<file path="config.mk">
export PLATFORM = sky130hd
export DESIGN_NAME = ipod_top
export DESIGN_NICKNAME = d
export VERILOG_FILES = /design/src/source/ipod_pkg.sv /design/src/source/ipod_top.sv /design/src/source/volume_meter.sv /design/src/source/phoneme_player.sv /design/src/source/sample_timer.sv /design/src/source/speed_ctrl.sv
export SDC_FILE = /design/constraint.sdc
export NUM_CORES = 1
export LEC_CHECK = 0
export BUFFER_PORTS_ARGS = -buffer_cell sky130_fd_sc_hd__buf_2
export CAP_MARGIN = 15
export CORE_MARGIN = 1.5
export CORE_UTILIZATION = 60
export CTS_CLUSTER_SIZE = 25
export DETAILED_ROUTE_END_ITERATION = 6
export PLACE_DENSITY_LB_ADDON = 0.08
export SLEW_MARGIN = 20
export SYNTH_ARGS = -nofsm -noshare
export SYNTH_HDL_FRONTEND = slang
export SYNTH_HIERARCHICAL = 1
export SYNTH_SLANG_ARGS = --single-unit
</file>
<file path="constraint.sdc">
create_clock -name CLK_50M -period 5.6 [get_ports CLK_50M]
set_input_delay 1.68 -clock CLK_50M [delete_from_list [all_inputs] [get_ports CLK_50M]]
set_output_delay 1.68 -clock CLK_50M [all_outputs]
set_load 0.05 [all_outputs]
</file>
<file path="src/source/ipod_pkg.sv">
`default_nettype none

package ipod_pkg;

  // ==========================================================
  // Widths
  // ==========================================================
  localparam int SAMPLE_W         = 8;
  localparam int WORD_W           = 32;
  localparam int ADDR_W           = 23;
  localparam int SAMPLES_PER_WORD = 4;
  localparam int DIV_W            = 32;
  localparam int PHONEME_W        = 2;
  localparam int LED_W            = 8;

  // Samples per volume average
  localparam int VOL_BLOCK = 16;

  // ==========================================================
  // Speed control
  // ==========================================================
  // Roughly 7200 samples per second at 50 MHz
  localparam logic [DIV_W-1:0] SPEED_DEFAULT = 32'd6944;
  localparam logic [DIV_W-1:0] SPEED_STEP    = 32'd64;
  localparam logic [DIV_W-1:0] SPEED_MIN     = 32'd1024;
  localparam logic [DIV_W-1:0] SPEED_MAX     = 32'd20000;

  // Ten speed events per second
  localparam int REPEAT_CYCLES = 5_000_000;

  // ==========================================================
  // Types
  // ==========================================================
  typedef struct packed {
    logic [ADDR_W-1:0] start_addr;
    logic [7:0]        word_count;
    logic              silent;
  } phoneme_entry_t;

  typedef struct packed {
    logic              read;
    logic [ADDR_W-1:0] address;
  } flash_req_t;

  typedef struct packed {
    logic              waitrequest;
    logic              readdatavalid;
    logic [WORD_W-1:0] readdata;
  } flash_rsp_t;

  // Stored as a flash word, played as samples with element 0 in the low byte
  typedef union packed {
    logic [WORD_W-1:0]                               word;
    logic signed [SAMPLES_PER_WORD-1:0][SAMPLE_W-1:0] samples;
  } sample_word_u;

  localparam phoneme_entry_t PHONEME_TABLE [2**PHONEME_W] = '{
    '{start_addr: 23'd0,   word_count: 8'd4, silent: 1'b1},
    '{start_addr: 23'd16,  word_count: 8'd3, silent: 1'b0},
    '{start_addr: 23'd64,  word_count: 8'd6, silent: 1'b0},
    '{start_addr: 23'd200, word_count: 8'd2, silent: 1'b0}
  };

endpackage

`default_nettype wire
</file>
<file path="src/source/ipod_top.sv">
`timescale 1ns/100ps
`default_nettype none

module ipod_top #(
  parameter int repeat_cycles = ipod_pkg::REPEAT_CYCLES
) (
  input  logic                                 CLK_50M,
  input  logic                                 rst_n,
  input  logic                                 key_up,
  input  logic                                 key_down,
  input  logic                                 key_reset,
  input  logic                                 play,
  input  logic [ipod_pkg::PHONEME_W-1:0]       phoneme,
  output ipod_pkg::flash_req_t                 flash_req,
  input  ipod_pkg::flash_rsp_t                 flash_rsp,
  output logic signed [ipod_pkg::SAMPLE_W-1:0] sample,
  output logic                                 sample_valid,
  output logic                                 busy,
  output logic                                 done,
  output logic [ipod_pkg::LED_W-1:0]           leds,
  output logic [ipod_pkg::DIV_W-1:0]           divisor
);

  logic sample_tick;

  // Key levels to divisor
  speed_ctrl #(
    .repeat_cycles (repeat_cycles)
  ) u_speed_ctrl (
    .CLK_50M   (CLK_50M),
    .rst_n     (rst_n),
    .key_up    (key_up),
    .key_down  (key_down),
    .key_reset (key_reset),
    .divisor   (divisor)
  );

  sample_timer u_sample_timer (
    .CLK_50M     (CLK_50M),
    .rst_n       (rst_n),
    .divisor     (divisor),
    .sample_tick (sample_tick)
  );

  phoneme_player u_phoneme_player (
    .CLK_50M      (CLK_50M),
    .rst_n        (rst_n),
    .play         (play),
    .phoneme      (phoneme),
    .sample_tick  (sample_tick),
    .flash_req    (flash_req),
    .flash_rsp    (flash_rsp),
    .sample       (sample),
    .sample_valid (sample_valid),
    .busy         (busy),
    .done         (done)
  );

  volume_meter u_volume_meter (
    .CLK_50M      (CLK_50M),
    .rst_n        (rst_n),
    .sample       (sample),
    .sample_valid (sample_valid),
    .leds         (leds)
  );

endmodule

`default_nettype wire

</file>
<file path="src/source/volume_meter.sv">
`timescale 1ns/100ps
`default_nettype none

module volume_meter (
  input  logic                                 CLK_50M,
  input  logic                                 rst_n,
  input  logic signed [ipod_pkg::SAMPLE_W-1:0] sample,
  input  logic                                 sample_valid,
  output logic [ipod_pkg::LED_W-1:0]           leds
);
  import ipod_pkg::*;

  localparam int CNT_W     = $clog2(VOL_BLOCK);
  localparam int SUM_W     = SAMPLE_W + CNT_W;
  // Block average, then four more bits down to 0..8 LEDs
  localparam int LVL_SHIFT = CNT_W + 4;

  logic [SAMPLE_W-1:0] magnitude;
  logic [SUM_W-1:0]    sum;
  logic [SUM_W-1:0]    block_total;
  logic [SUM_W-1:0]    level;
  logic [CNT_W-1:0]    count;
  logic [LED_W-1:0]    bar;

  // Negative full scale wraps to 8'h80, which reads as 128
  assign magnitude   = sample[SAMPLE_W-1] ? -sample : sample;
  assign block_total = sum + SUM_W'(magnitude);
  assign level       = block_total >> LVL_SHIFT;

  always_comb
  begin
    for (int i = 0; i < LED_W; i++)
      bar[i] = (level > SUM_W'(i));
  end

  always_ff @(posedge CLK_50M)
  begin
    if (!rst_n)
    begin
      sum   <= '0;
      count <= '0;
      leds  <= '0;
    end
    else if (sample_valid)
    begin
      if (count == CNT_W'(VOL_BLOCK - 1))
      begin
        sum   <= '0;
        count <= '0;
        leds  <= bar;
      end
      else
      begin
        sum   <= block_total;
        count <= count + 1'b1;
      end
    end
  end

  assert property (@(posedge CLK_50M) disable iff (!rst_n)
    (leds & (leds + 1'b1)) == '0);

endmodule

`default_nettype wire

</file>
<file path="src/source/phoneme_player.sv">
`timescale 1ns/100ps
`default_nettype none

module phoneme_player (
  input  logic                                 CLK_50M,
  input  logic                                 rst_n,
  input  logic                                 play,
  input  logic [ipod_pkg::PHONEME_W-1:0]       phoneme,
  input  logic                                 sample_tick,
  output ipod_pkg::flash_req_t                 flash_req,
  input  ipod_pkg::flash_rsp_t                 flash_rsp,
  output logic signed [ipod_pkg::SAMPLE_W-1:0] sample,
  output logic                                 sample_valid,
  output logic                                 busy,
  output logic                                 done
);
  import ipod_pkg::*;

  localparam logic [1:0] LAST_IDX = 2'(SAMPLES_PER_WORD - 1);

  typedef enum logic [2:0] {
    IDLE,
    REQUEST,
    WAIT_DATA,
    PLAY,
    FINISH
  } state_t;

  state_t            state;
  phoneme_entry_t    entry;
  logic [ADDR_W-1:0] word_addr;
  logic [7:0]        words_left;
  logic [1:0]        sample_idx;
  logic              silent;
  logic              start;
  sample_word_u      word_buf;

  assign entry = PHONEME_TABLE[phoneme];
  // Strobes while busy are dropped
  assign start = play && (state == IDLE || state == FINISH);

  // ==========================================================
  // Playback FSM
  // ==========================================================
  always_ff @(posedge CLK_50M)
  begin
    if (!rst_n)
    begin
      state      <= IDLE;
      word_addr  <= '0;
      words_left <= '0;
      sample_idx <= '0;
      silent     <= 1'b0;
    end
    else
    begin
      case (state)
        IDLE, FINISH:
        begin
          if (start)
          begin
            word_addr  <= entry.start_addr;
            words_left <= entry.word_count;
            silent     <= entry.silent;
            sample_idx <= '0;
            state      <= entry.silent ? PLAY : REQUEST;
          end
          else
            state <= IDLE;
        end
        REQUEST:
        begin
          if (!flash_rsp.waitrequest)
            state <= WAIT_DATA;
        end
        WAIT_DATA:
        begin
          if (flash_rsp.readdatavalid)
            state <= PLAY;
        end
        PLAY:
        begin
          if (sample_tick)
          begin
            sample_idx <= sample_idx + 1'b1;
            if (sample_idx == LAST_IDX)
            begin
              if (words_left == 8'd1)
                state <= FINISH;
              else
              begin
                words_left <= words_left - 1'b1;
                word_addr  <= word_addr + 1'b1;
                state      <= silent ? PLAY : REQUEST;
              end
            end
          end
        end
        default: state <= IDLE;
      endcase
    end
  end

  // Silent phonemes play from a cleared word
  always_ff @(posedge CLK_50M)
  begin
    if (start)
      word_buf.word <= '0;
    else if (state == WAIT_DATA && flash_rsp.readdatavalid)
      word_buf.word <= flash_rsp.readdata;
  end

  assign flash_req    = '{read: (state == REQUEST), address: word_addr};
  assign sample_valid = (state == PLAY) && sample_tick;
  assign sample       = sample_valid ? word_buf.samples[sample_idx] : '0;
  assign busy         = (state == REQUEST) || (state == WAIT_DATA) || (state == PLAY);
  assign done         = (state == FINISH);

  // Pending request keeps its address until the flash takes it
  assert property (@(posedge CLK_50M) disable iff (!rst_n)
    flash_req.read && flash_rsp.waitrequest |=> flash_req.read && $stable(flash_req.address));

endmodule

`default_nettype wire

</file>
<file path="src/source/sample_timer.sv">
`timescale 1ns/100ps
`default_nettype none

module sample_timer (
  input  logic                       CLK_50M,
  input  logic                       rst_n,
  input  logic [ipod_pkg::DIV_W-1:0] divisor,
  output logic                       sample_tick
);
  import ipod_pkg::*;

  logic [DIV_W-1:0] count;
  // Period in force until the next wrap
  logic [DIV_W-1:0] period;

  assign sample_tick = (count == period);

  always_ff @(posedge CLK_50M)
  begin
    if (!rst_n)
    begin
      count  <= DIV_W'(1);
      period <= SPEED_DEFAULT;
    end
    else if (sample_tick)
    begin
      count  <= DIV_W'(1);
      period <= divisor;
    end
    else
      count <= count + 1'b1;
  end

  assert property (@(posedge CLK_50M) disable iff (!rst_n)
    sample_tick |=> !sample_tick);

endmodule

`default_nettype wire

</file>
<file path="src/source/speed_ctrl.sv">
`timescale 1ns/100ps
`default_nettype none

module speed_ctrl #(
  parameter int repeat_cycles = ipod_pkg::REPEAT_CYCLES
) (
  input  logic                       CLK_50M,
  input  logic                       rst_n,
  input  logic                       key_up,
  input  logic                       key_down,
  input  logic                       key_reset,
  output logic [ipod_pkg::DIV_W-1:0] divisor
);
  import ipod_pkg::*;

  localparam int RPT_W = (repeat_cycles > 1) ? $clog2(repeat_cycles) : 1;

  // Bit 0 up, bit 1 down, bit 2 reset
  logic [2:0]       key_meta;
  logic [2:0]       key_sync;
  logic [RPT_W-1:0] rpt_cnt;
  logic             step_up;
  logic             step_down;
  logic             any_step_key;

  assign any_step_key = key_sync[0] || key_sync[1];

  always_ff @(posedge CLK_50M)
  begin
    if (!rst_n)
    begin
      key_meta  <= '0;
      key_sync  <= '0;
      rpt_cnt   <= '0;
      step_up   <= 1'b0;
      step_down <= 1'b0;
    end
    else
    begin
      key_meta <= {key_reset, key_down, key_up};
      key_sync <= key_meta;
      // Held key steps at count zero, then once per repeat period
      if (!any_step_key || rpt_cnt == RPT_W'(repeat_cycles - 1))
        rpt_cnt <= '0;
      else
        rpt_cnt <= rpt_cnt + 1'b1;
      step_up   <= key_sync[0] && !key_sync[1] && rpt_cnt == '0;
      step_down <= key_sync[1] && !key_sync[0] && rpt_cnt == '0;
    end
  end

  // Clamped divisor, reset key wins
  always_ff @(posedge CLK_50M)
  begin
    if (!rst_n || key_sync[2])
      divisor <= SPEED_DEFAULT;
    else if (step_up)
      divisor <= (divisor <= SPEED_MIN + SPEED_STEP) ? SPEED_MIN : divisor - SPEED_STEP;
    else if (step_down)
      divisor <= (divisor >= SPEED_MAX - SPEED_STEP) ? SPEED_MAX : divisor + SPEED_STEP;
  end

  assert property (@(posedge CLK_50M) disable iff (!rst_n)
    divisor >= SPEED_MIN && divisor <= SPEED_MAX);

endmodule

`default_nettype wire

</file>
==> reports/qor.log, run 1 <==
[logic_synthesis] synthesized area per cell 8.360 sq um
[cells_and_area] share of cells above drive strength 1 14.30%
[drt] Post-route DRC 0
[setup_path] start of the worst register-to-register path u_sample_timer/count[13]$_SDFF_PP0_
[setup_path] WP data arrival 2.62 ns
[setup_path] CP Launch Type register
[clocking] clk_lat worst skew 0.51 ns
[clocking] post-CTS sizing 0
[setup_path] cell-by-cell trace of the critical path xor2_1 > nor4_1 > nand4_1 > nor2_4 > and3_1 > buf_2
[drt] via/cell ratio 6.048
[cells_and_area] utilization after layout 68.42%
[clocking] Clk Tree Root Cell clkbuf_16
[clocking] Num CTS Buffers 23
[pwr] power density over cell area 312.5 nW/um^2
[drt] vias after detailed routing 10.09k
[floorplan] area of the core 18580 sq um
[sta] highest clock rate 0.2324 GHz
[logic_synthesis] Synth area leaders dfxtp_1 38%, nand2_1 6.5%, xnor2_1 4.6%
[placed_design] instance count after placement with tap cells included 1628
[hold_path] worst hold path type reg2reg
[logic_synthesis] library cell with the highest instance count after synthesis dfxtp_1
[floorplan] initial cell density of the core 60.84%
[clocking] post-CTS repair timing setup buffer count 0
[sta] number of max-slew violations in the final report 0
[sta] worst slew pin tran 1.141 ns
[setup_path] kind of capture point of the worst setup path output pin
[sta] Total Neg Setup Slack 0 ns
[sta] RSZ-0062 raised after global routing false
[grt] global-route wire length before repair 45240 um
[cells_and_area] final-stage net count 1484
[hold_path] Hold Path End u_speed_ctrl/key_sync[2]$_SDFF_PN0_
[setup_path] CP required 3.92 ns
[logic_synthesis] area of the mapped netlist 11300 sq um
[hold_path] launch instance of the worst min-delay path u_speed_ctrl/key_meta[2]$_SDFF_PN0_
[cells_and_area] non-filler instance count after layout 1668
[cells_and_area] Area growth, synth to finish 12.46%
[sta] worst clock skew 0.01131 ns
[logic_synthesis] cell type contributing the most total cell area after synthesis dfxtp_1
[logic_synthesis] proportion of synthesized chip area in sequential cells 38.08%
[logic_synthesis] Yosys top cell area share 38.08%
[grt] Total GRT Usage 27.49%
[setup_path] r2r worst-path depth 17
[run] number of maximum-capacitance violations 0
[pwr] leakage power figure 4.773 nW
[drt] number of nets with antenna violations after detailed routing 0
[floorplan] placement row count 50
[logic_synthesis] number of storage elements in the synthesis netlist 215
[setup_path] CP top delay family simple AND/OR/NAND/NOR gates
[drt] Pre-antenna DRT Iters 5
[logic_synthesis] instance count of the mapped netlist 1352
[cells_and_area] antenna fix cells 0
[grt] number of global-route vias before repair 8852
[placed_design] HPWL after detailed placement 19010 um
[sta] final worst path period need 4.303 ns
[cells_and_area] area occupied by multi-input gates 6525 sq um
[clocking] H-tree levels 1
[clocking] clock tree from TritonCTS built
[setup_path] slowest cell delay on critical path 0.45 ns
[hold_path] worst hold stages 1
[sta] final setup vio count 0
[sta] Max-slew headroom 22.94%
[logic_synthesis] share of flip-flops with an asynchronous set or reset 0%
[logic_synthesis] most instantiated cells after synthesis 215 x dfxtp_1, 196 x nand2_1, 98 x nor2_1
[clocking] Clock transition at path regs 0.06 ns
[floorplan] ports placed on the boundary 117
[placed_design] # port buffers 111
[drt] detailed-route wire length 27710 um
[setup_path] CP Buf/Inv Count 1
[logic_synthesis] number of flops mapped to enable cells by yosys 0
[outcome] result of the run completed
[logic_synthesis] Synth Warn # 6
[setup_path] setup slack of the worst register-to-register path 1.40 ns
[drt] number of DRC markers after the initial detailed-route iteration 874
[drt] detailed-route wire length per cell 16.61 um
[floorplan] Die Span X 140.3 um
[clocking] maximum root-to-sink buffer count 3
[sta] post-route fraction of the period consumed by the critical path 76.85%
[floorplan] Die Outline Area 19670 sq um
[grt] overflow left after global routing 0
[logic_synthesis] Post-synth top flop dfxtp_1
[cells_and_area] number of fill cells in the layout 1566
[setup_path] worst reg2reg path endpoint u_volume_meter/leds[0]$_SDFFE_PN0P_
[clocking] number of hold buffers added after cts 0
[sta] hold violation total from the final report 0
[cells_and_area] Reg area 4304 sq um
[setup_path] Max FO, Critical Path 13
[setup_path] kind of critical path reg2out
[grt] maximum number of pins on one net before global-route repair 65
[setup_path] critical path's slowest cell dfxtp_1
[floorplan] DIE HEIGHT 140.3 um
[placed_design] final weighted congestion in routability-driven placement 0.9334
[logic_synthesis] number of library cell types mapped by synthesis 95
[clocking] Num Clock Sinks 215
[grt] initial antenna violation count 0
[pwr] peak ir drop on the vdd network 0.0003029 V
[metrics by stage]
stage / hold slack, ns / instance area, sq um / power [W] / worst slack, ns
2_1_floorplan: 0.4118 / 11320 / 0.002199 / 0.6791
3_3_place_gp: 0.4175 / 11880 / 0.002320 / 1.539
3_5_place_dp: 0.4273 / 11880 / 0.002329 / 1.478
4_1_cts: 0.4421 / 12710 / 0.003983 / 1.294
5_1_grt: 0.4549 / 12710 / 0.004131 / 0.9650
6_report: 0.4404 / 12710 / 0.003972 / 1.297
[power by group]
| part | switching (W) | internal, W |
|---|---|---|
| Combinational | 0.000365 | 0.000200 |
| Clock | 0.000636 | 0.00102 |
| Sequential | 0.000104 | 0.00164 |
| Total | 0.00111 | 0.00287 |
[metal layers]
metal	vias up	track usage, %	share of wire [%]
met5	-	0	0
met4	0	5.540	1.3
met3	34	3.385	6.1
met2	349	42.52	45
met1	4752	41.22	48
li1	4953	-	-
[flip-flops by register name, indices dropped and copies added, names as in the netlist]
name / flops
u_speed_ctrl/key_meta: 3
u_phoneme_player/silent: 1
u_speed_ctrl/rpt_cnt: 23
u_speed_ctrl/step_down: 1
u_phoneme_player/words_left: 8
u_speed_ctrl/key_sync: 3
u_phoneme_player/word_buf: 32
u_phoneme_player/state: 3
u_phoneme_player/word_addr: 23
u_volume_meter/leds: 8
u_speed_ctrl/divisor: 27
u_speed_ctrl/step_up: 1
u_sample_timer/period: 32
u_phoneme_player/sample_idx: 2
u_sample_timer/count: 32
u_volume_meter/count: 4
u_volume_meter/sum: 12
[cells by family (layout without fill, tap and decap cells)]
family                   count (synthesis)  after routing  synth area share (%)
XOR/XNOR                               115            115                 8.911
buffers and inverters                  119            197                 4.527
AO/OA/AOI/OAI                          212            212                 12.43
multiplexers                            43             43                 4.693
flip-flops                             215            215                 38.08
adder cells (fa/ha/maj)                 23             23                 2.612
AND/OR/NAND/NOR                        624            624                 28.71
other                                    1              5               0.03318
[cell type report]
cell class | count | share of cell area [%]
clock inverters | 13 | 1.614
flip-flops and latches | 215 | 33.86
well taps | 234 | 2.303
clock buffers | 27 | 4.882
repair buffers | 120 | 4.921
inverters | 37 | 1.093
multi-input cells | 1022 | 51.33
[cells in the final DEF, fill, tap and decap left out, types with 7 or more instances in the layout]
cell type    n
mux2i_1     35
o21ai_0     30
nand2b_1     8
nand3_1     63
inv_1       37
ha_1        22
nor4_1      35
dfxtp_1    215
and4_1      10
nor2_1      96
nor3_1      57
a21boi_0     7
mux4_2       8
or4_1       15
o22ai_1      7
and3_1      26
or3_1       15
nand4_1     31
buf_2      110
a21oi_1     67
buf_4       10
nand2_1    196
a211oi_1     7
a31oi_1     16
and2_1      19
xnor2_1     60
xor2_1      55
or2_2        7
o31ai_1     10
clkbuf_16   23
[worst reg2reg max path, cell delays in order (launching register included)]
cell,delay (ns)
dfxtp_1,0.45
xor2_1,0.10
nor4_1,0.31
nand4_1,0.21
nor2_4,0.32
and3_1,0.29
inv_1,0.06
ha_1,0.28
nand2_1,0.05
o21ai_0,0.15
inv_1,0.11
fa_1,0.44
nand3b_1,0.19
a21o_1,0.21
a21o_1,0.22
a2111oi_0,0.34
nand3b_1,0.25
a31oi_1,0.11
[how the worst max path moves through the flow]
stage	from	endpoint	slack (ns)	cells after the start
6_report	u_sample_timer/count[13]$_SDFF_PP0_	sample[7]	1.30	6
3_5_place_dp	u_phoneme_player/sample_idx[0]$_SDFFE_PN0P_	u_volume_meter/leds[2]$_SDFFE_PN0P_	1.48	12
2_1_floorplan	u_sample_timer/count[19]$_SDFF_PP0_	u_volume_meter/leds[2]$_SDFFE_PN0P_	0.68	21
5_1_grt	u_sample_timer/count[29]$_SDFF_PP0_	u_volume_meter/leds[0]$_SDFFE_PN0P_	0.97	17
3_3_place_gp	u_phoneme_player/sample_idx[0]$_SDFFE_PN0P_	u_volume_meter/leds[5]$_SDFFE_PN0P_	1.54	12
4_1_cts	u_sample_timer/count[16]$_SDFF_PP0_	sample[7]	1.29	6
Note: power is estimated with default switching activity, not from simulation.
==> inputs of run 2 (changes only) <==
ABC_AREA = 1   (was unset)
clock period = 4.5 ns   (was 5.6 ns; I/O delays follow)
==> run 2 against run 1 <==
Net effect:
- worst hold slack worse by 0.020 ns
- clock-buffer cell count increased by 8
- non-clock buffer count grew 4
- routed wire length is 22% higher
- first-iteration DRC count is 14% higher
- register-to-register slack lost 0.77 ns
- critical path depth increased by 5
- global-route usage increased by 2.8 points
==> reports/qor.log, run 2 <==
[cells_and_area] final-stage net count 2193
[pwr] power density over cell area 341.5 nW/um^2
[cells_and_area] biggest registers after layout u_phoneme_player/word_buf (32), u_sample_timer/count (32), u_sample_timer/period (32)
[sta] hold violation total from the final report 0
[clocking] Num Clock Sinks 215
[logic_synthesis] Yosys top cell area share 33.14%
[placed_design] HPWL after detailed placement 24480 um
[logic_synthesis] synthesized-area fraction occupied by adder cells 2.274%
[setup_path] kind of capture point of the worst setup path output pin
[clocking] Clock transition at path regs 0.06 ns
[sta] post-route fraction of the period consumed by the critical path 89.23%
[grt] number of global-route vias before repair 11.51k
[cells_and_area] share of cells above drive strength 1 13.33%
[floorplan] DIE HEIGHT 150.1 um
[logic_synthesis] instance count of the mapped netlist 2039
[drt] detailed-route wire length per cell 13.98 um
[grt] Total GRT Usage 30.30%
[drt] number of DRC markers after the initial detailed-route iteration 997
[logic_synthesis] main combinational cell family by area after synthesis simple AND/OR/NAND/NOR gates
[logic_synthesis] proportion of synthesized area in mux cells 0%
[logic_synthesis] Synth Warn # 6
[hold_path] worst hold path type reg2reg
[logic_synthesis] library cell with the highest instance count after synthesis nand2_1
[setup_path] r2r worst-path depth 28
[cells_and_area] highest-count cells in the layout ignoring fill and taps 500 x nand2_1, 386 x nor2_1, 258 x inv_1
[drt] number of nets with antenna violations after detailed routing 0
[logic_synthesis] Synth area leaders dfxtp_1 33%, nand2_1 14%, nor2_1 11%
[logic_synthesis] fraction of synthesized cell area in xor and xnor cells 4.788%
[sta] Max-slew headroom 36.73%
[setup_path] CP required 3.15 ns
[drt] via/cell ratio 5.269
[logic_synthesis] area of the mapped netlist 12990 sq um
[setup_path] capture point of the critical path sample[4]
[clocking] maximum root-to-sink buffer count 3
[setup_path] Critical Path Start u_sample_timer/count[21]$_SDFF_PP0_
[clocking] clock tree from TritonCTS built
[clocking] post-CTS repair timing setup buffer count 0
[drt] vias after detailed routing 12.76k
[placed_design] final weighted congestion in routability-driven placement 0.9471
[cells_and_area] number of fill cells in the layout 1951
[outcome] result of the run completed
[sta] final setup vio count 0
[logic_synthesis] share of flip-flops with an asynchronous set or reset 0%
[clocking] H-tree levels 1
[setup_path] setup slack of the worst register-to-register path 0.63 ns
[drt] Post-route DRC 0
[grt] maximum number of pins on one net before global-route repair 54
[clocking] number of hold buffers added after cts 0
[drt] detailed-route wire length 33850 um
[floorplan] Die Outline Area 22540 sq um
[pwr] leakage power figure 6.509 nW
[logic_synthesis] simple logic cell fraction of the synthesized area 40.56%
[placed_design] # port buffers 111
[sta] worst slew pin tran 0.9480 ns
[setup_path] kind of critical path reg2out
[sta] highest clock rate 0.2491 GHz
[clocking] Num CTS Buffers 24
[logic_synthesis] number of flops mapped to enable cells by yosys 0
[logic_synthesis] number of storage elements in the synthesis netlist 215
[logic_synthesis] Post-synth top flop dfxtp_1
[cells_and_area] utilization after layout 68.09%
[logic_synthesis] post-synthesis compound-gate area fraction 7.900%
[clocking] Clk Tree Root Cell clkbuf_16
[setup_path] worst reg2reg path endpoint u_volume_meter/leds[1]$_SDFFE_PN0P_
[sta] number of max-slew violations in the final report 0
[floorplan] ports placed on the boundary 117
[logic_synthesis] number of library cell types mapped by synthesis 55
[floorplan] Die Span X 150.1 um
[logic_synthesis] proportion of synthesized chip area in sequential cells 33.14%
[setup_path] CP Launch Type register
[floorplan] area of the core 21150 sq um
[setup_path] Max FO, Critical Path 10
[logic_synthesis] cell type contributing the most total cell area after synthesis dfxtp_1
[pwr] peak ir drop on the vdd network 0.0003131 V
[grt] global-route wire length before repair 55800 um
[logic_synthesis] synthesized area per cell 6.370 sq um
[logic_synthesis] most instantiated cells after synthesis 500 x nand2_1, 386 x nor2_1, 258 x inv_1
[cells_and_area] antenna fix cells 0
[cells_and_area] most common cell after layout, fill and taps aside nand2_1
[floorplan] placement row count 53
[run] number of maximum-capacitance violations 0
[grt] initial antenna violation count 0
[pwr] PnR Total Power 0.004918 W
[sta] RSZ-0062 raised after global routing false
[setup_path] WP data arrival 2.67 ns
[floorplan] initial cell density of the core 61.39%
[grt] overflow left after global routing 0
[sta] final worst path period need 4.015 ns
[sta] worst clock skew 0.01422 ns
[drt] Pre-antenna DRT Iters 5
[setup_path] start of the worst register-to-register path u_sample_timer/count[21]$_SDFF_PP0_
[sta] Total Neg Setup Slack 0 ns
[cells_and_area] Area growth, synth to finish 10.91%
[clocking] post-CTS sizing 0
[clocking] clk_lat worst skew 0.52 ns
## run 2: cell types whose count changed after synthesis, sizes merged, moves of 26 or more
cell	delta
nand2	+336
nor3	-30
mux2i	-35
xnor2	-41
inv	+239
nor4	-26
nor2	+325
o21ai	+59
nand3	+84
clkbuf	-38
## run 2: cell type report
type | instances | area (sq um) | share of cell area [%]
clock inverter | 9 | 125.1 | 0.8687
inverter | 280 | 1055 | 7.323
multi-input combinational | 1483 | 7229 | 50.19
sequential | 215 | 4304 | 29.88
clock buffer | 35 | 693.2 | 4.812
tap | 275 | 344.1 | 2.389
timing repair buffer | 124 | 653.1 | 4.534
## run 2: how the worst min path moves through the flow
| stage | startpoint | end | slack, ns | cells past startpoint |
|---|---|---|---|---|
| finish | u_speed_ctrl/key_meta[1]$_SDFF_PN0_ | u_speed_ctrl/key_sync[1]$_SDFF_PN0_ | 0.42 | 2 |
| global route | u_speed_ctrl/key_sync[1]$_SDFF_PN0_ | u_speed_ctrl/step_up$_SDFF_PN0_ | 0.45 | 1 |
| CTS | u_speed_ctrl/key_meta[1]$_SDFF_PN0_ | u_speed_ctrl/key_sync[1]$_SDFF_PN0_ | 0.42 | 2 |
| detailed placement | u_speed_ctrl/key_meta[1]$_SDFF_PN0_ | u_speed_ctrl/key_sync[1]$_SDFF_PN0_ | 0.41 | 2 |
| global placement | u_speed_ctrl/key_meta[2]$_SDFF_PN0_ | u_speed_ctrl/key_sync[2]$_SDFF_PN0_ | 0.40 | 2 |
| floorplan | u_speed_ctrl/key_meta[0]$_SDFF_PN0_ | u_speed_ctrl/key_sync[0]$_SDFF_PN0_ | 0.39 | 2 |
## run 2: kinds of logic (layout without fill, tap and decap cells)
family	count (synthesis)	count (layout)
simple gates	1191	1191
xor+xnor	71	71
buf+inv	345	448
compound gates	193	193
fa+ha+maj	23	23
other cells	1	5
flops	215	215
## run 2: metal layers
| layer | GRT usage, % | vias up | wire length [um] |
|---|---|---|---|
| met2 | 47.06 | 394 | 14620 |
| met1 | 43.22 | 5793 | 15990 |
| met5 | 0 | - | 0 |
| met3 | 3.485 | 62 | 2026 |
| li1 | - | 6508 | - |
| met4 | 10.98 | 0 | 1206 |
## run 2: power breakdown
part	internal (W)	total [W]	switching, W
sequential	0.00206	0.00216	0.000105
combinational	0.000220	0.000720	0.000500
clock	0.00124	0.00204	0.000796
total	0.00352	0.00492	0.00140
## run 2: worst max-delay path, cell delays in order, from the launching register on
cell	delay [ns]
dfxtp_1	0.52
inv_1	0.07
nand2_1	0.06
nand2_1	0.06
nor2_2	0.07
nand2_1	0.06
nor2_2	0.12
nand2_2	0.09
nor2_8	0.14
nand2_4	0.13
a21oi_1	0.45
buf_2	0.36
## run 2: stage by stage
step | worst slack (ns) | hold WS [ns] | area (sq um) | cells
finish | 0.4848 | 0.4199 | 14400 | 2421
global placement | 0.8372 | 0.4015 | 13590 | 2377
detailed placement | 0.7079 | 0.4065 | 13590 | 2377
global route | 0.1704 | 0.4503 | 14400 | 2421
floorplan | 0.08959 | 0.3900 | 13000 | 2043
CTS | 0.5155 | 0.4200 | 14400 | 2421
==> inputs of run 3 (changes only) <==
REMOVE_ABC_BUFFERS = 1   (was unset)
==> run 3 against run 2 <==
Net effect:
- flip-flop and latch count is the same
- clock skew rose by 0.0022 ns
- setup slack worse by 0.0039 ns
- clock-buffer cell count did not move
- design area barely moved
- global-route usage down 1.1 points
- total power rose by 0.15%
==> reports/qor.log, run 3 (same netlist as run 2, synthesis figures left out) <==
[drt] Post-route DRC 0
[grt] initial antenna violation count 0
[pwr] total net switching power 0.001394 W
[sta] RSZ-0062 raised after global routing false
[setup_path] r2r worst-path depth 31
[setup_path] worst reg2reg path endpoint u_volume_meter/leds[5]$_SDFFE_PN0P_
[sta] final worst path period need 4.019 ns
[clocking] post-CTS repair timing setup buffer count 0
[cells_and_area] biggest registers after layout u_phoneme_player/word_buf (32), u_sample_timer/count (32), u_sample_timer/period (32)
[cells_and_area] most common cell after layout, fill and taps aside nand2_1
[cells_and_area] number of fill cells in the layout 1950
[hold_path] worst hold stages 2
[clocking] post-CTS sizing 0
[pwr] peak ir drop on the vdd network 0.0002583 V
[run] number of maximum-capacitance violations 0
[clocking] maximum root-to-sink buffer count 3
[sta] Post-Route Hold Slack 0.4139 ns
[sta] worst slew pin tran 1.085 ns
[setup_path] cell-by-cell trace of the critical path inv_1 > nand2_1 > nand2_1 > and2_0 > nand2_1 > nor2_1 > nand2_2 > nor2_8 > nand2_4 > a21oi_1 > buf_2
[grt] maximum number of pins on one net before global-route repair 44
[clocking] Num CTS Buffers 24
[placed_design] HPWL after detailed placement 23740 um
[setup_path] setup slack of the worst register-to-register path 0.54 ns
[setup_path] Critical Path Start u_sample_timer/count[6]$_SDFF_PP0_
[floorplan] DIE HEIGHT 150.1 um
[setup_path] slowest cell delay on critical path 0.44 ns
[setup_path] CP Buf/Inv Count 2
[drt] via/cell ratio 5.205
[floorplan] initial cell density of the core 61.39%
[pwr] internal portion of total power 0.003532 W
[clocking] Clock transition at path regs 0.06 ns
[hold_path] worst hold path type reg2reg
[drt] number of nets with antenna violations after detailed routing 0
[cells_and_area] final-stage net count 2190
[cells_and_area] highest-count cells in the layout ignoring fill and taps 500 x nand2_1, 386 x nor2_1, 258 x inv_1
[pwr] logic gate share of total power 14.8%
[sta] number of max-slew violations in the final report 0
[outcome] result of the run completed
[placed_design] # port buffers 111
[pwr] net switching share of the total power 28.31%
[clocking] number of hold buffers added after cts 0
[setup_path] critical path's slowest cell a21oi_1
[floorplan] Die Span X 150.1 um
[grt] overflow left after global routing 0
[setup_path] kind of capture point of the worst setup path output pin
[floorplan] area of the core 21150 sq um
[drt] detailed-route wire length 32930 um
[drt] Pre-antenna DRT Iters 5
[sta] hold violation total from the final report 0
[grt] number of global-route vias before repair 11.51k
[grt] Total GRT Usage 29.21%
[setup_path] CP required 3.15 ns
[floorplan] placement row count 53
[pwr] portion of total power attributed to the clock network 41.4%
[floorplan] ports placed on the boundary 117
[clocking] clock tree from TritonCTS built
[setup_path] capture point of the critical path sample[4]
[cells_and_area] share of cells above drive strength 1 13.25%
[sta] highest clock rate 0.2488 GHz
[sta] post-route fraction of the period consumed by the critical path 89.32%
[clocking] H-tree levels 1
[sta] Total Neg Setup Slack 0 ns
[setup_path] kind of critical path reg2out
[pwr] relative contribution of sequential cells to total power 43.8%
[drt] detailed-route wire length per cell 13.62 um
[drt] vias after detailed routing 12.59k
[placed_design] final weighted congestion in routability-driven placement 0.9793
[sta] Max-slew headroom 27.59%
[setup_path] CP top delay family simple AND/OR/NAND/NOR gates
[floorplan] Die Outline Area 22540 sq um
[sta] worst clock skew 0.01640 ns
[setup_path] start of the worst register-to-register path u_sample_timer/count[6]$_SDFF_PP0_
[cells_and_area] Area growth, synth to finish 10.80%
[setup_path] Max FO, Critical Path 10
[clocking] clk_lat worst skew 0.52 ns
[setup_path] CP most frequent cell nand2_1
[setup_path] WP data arrival 2.67 ns
[setup_path] Crit path depth 11
[sta] final setup vio count 0
[pwr] power density over cell area 342.3 nW/um^2
[pwr] leakage power figure 6.509 nW
[clocking] Num Clock Sinks 215
[cells_and_area] antenna fix cells 0
[clocking] Clk Tree Root Cell clkbuf_16
[drt] number of DRC markers after the initial detailed-route iteration 666
[grt] global-route wire length before repair 54080 um
[setup_path] CP Launch Type register
==> run 3: area by class of cell <==
class / instances / area, sq um / area share [%]
sequential: 215 / 4304 / 29.91
inverter: 280 / 1055 / 7.330
timing repair buffer: 121 / 630.6 / 4.382
multi-input combinational: 1483 / 7229 / 50.24
clock inverter: 9 / 123.9 / 0.8608
tap: 275 / 344.1 / 2.391
clock buffer: 35 / 703.2 / 4.887
==> run 3: worst register-to-register path, delay by kind of cell, from the launching register on <==
family	cells	cell delay, ns
XOR/XNOR	1	0.16
adder cells (fa/ha/maj)	2	0.57
flip-flops	1	0.35
AND/OR/NAND/NOR	19	1.83
AO/OA/AOI/OAI	2	0.45
buffers and inverters	7	0.51
==> run 3: worst min path at each step <==
stage / start / to / slack (ns)
finish: u_speed_ctrl/key_meta[1]$_SDFF_PN0_ / u_speed_ctrl/key_sync[1]$_SDFF_PN0_ / 0.41
global route: u_speed_ctrl/key_sync[0]$_SDFF_PN0_ / u_speed_ctrl/step_down$_SDFF_PN0_ / 0.43
CTS: u_speed_ctrl/key_meta[1]$_SDFF_PN0_ / u_speed_ctrl/key_sync[1]$_SDFF_PN0_ / 0.41
detailed placement: u_speed_ctrl/key_meta[1]$_SDFF_PN0_ / u_speed_ctrl/key_sync[1]$_SDFF_PN0_ / 0.40
global placement: u_speed_ctrl/key_meta[0]$_SDFF_PN0_ / u_speed_ctrl/key_sync[0]$_SDFF_PN0_ / 0.40
floorplan: u_speed_ctrl/key_meta[0]$_SDFF_PN0_ / u_speed_ctrl/key_sync[0]$_SDFF_PN0_ / 0.39
==> run 3: metrics by stage <==
step                instances  utilization [%]  setup slack, ns  power, W  area, sq um
detailed placement       2374            64.12           0.5993  0.002907        13560
global placement         2374            64.12           0.6589  0.002888        13560
global route             2418            68.03           0.1308  0.005156        14390
CTS                      2418            68.03           0.4869  0.004955        14390
floorplan                1978                -          0.07393  0.002710        12590
finish                   2418            68.03           0.4808  0.004926        14390
==> run 3: per-layer routing <==
metal | wire [um] | part of all wire (%) | vias to the layer above | GRT usage, %
met4 | 1035 | 3.1 | 0 | 10.49
met5 | 0 | 0 | - | 0
met2 | 15460 | 47 | 341 | 50.34
met1 | 14470 | 44 | 5687 | 37.31
li1 | - | - | 6490 | -
met3 | 1965 | 6.0 | 68 | 3.818
==> run 3: power by group through the flow <==
stage	Sequential, W	Combinational [W]	Clock, W
global placement	0.00219	0.000697	0
detailed placement	0.00219	0.000713	0
global route	0.00218	0.000828	0.00215
CTS	0.00216	0.000719	0.00208
floorplan	0.00220	0.000505	0
finish	0.00216	0.000727	0.00204
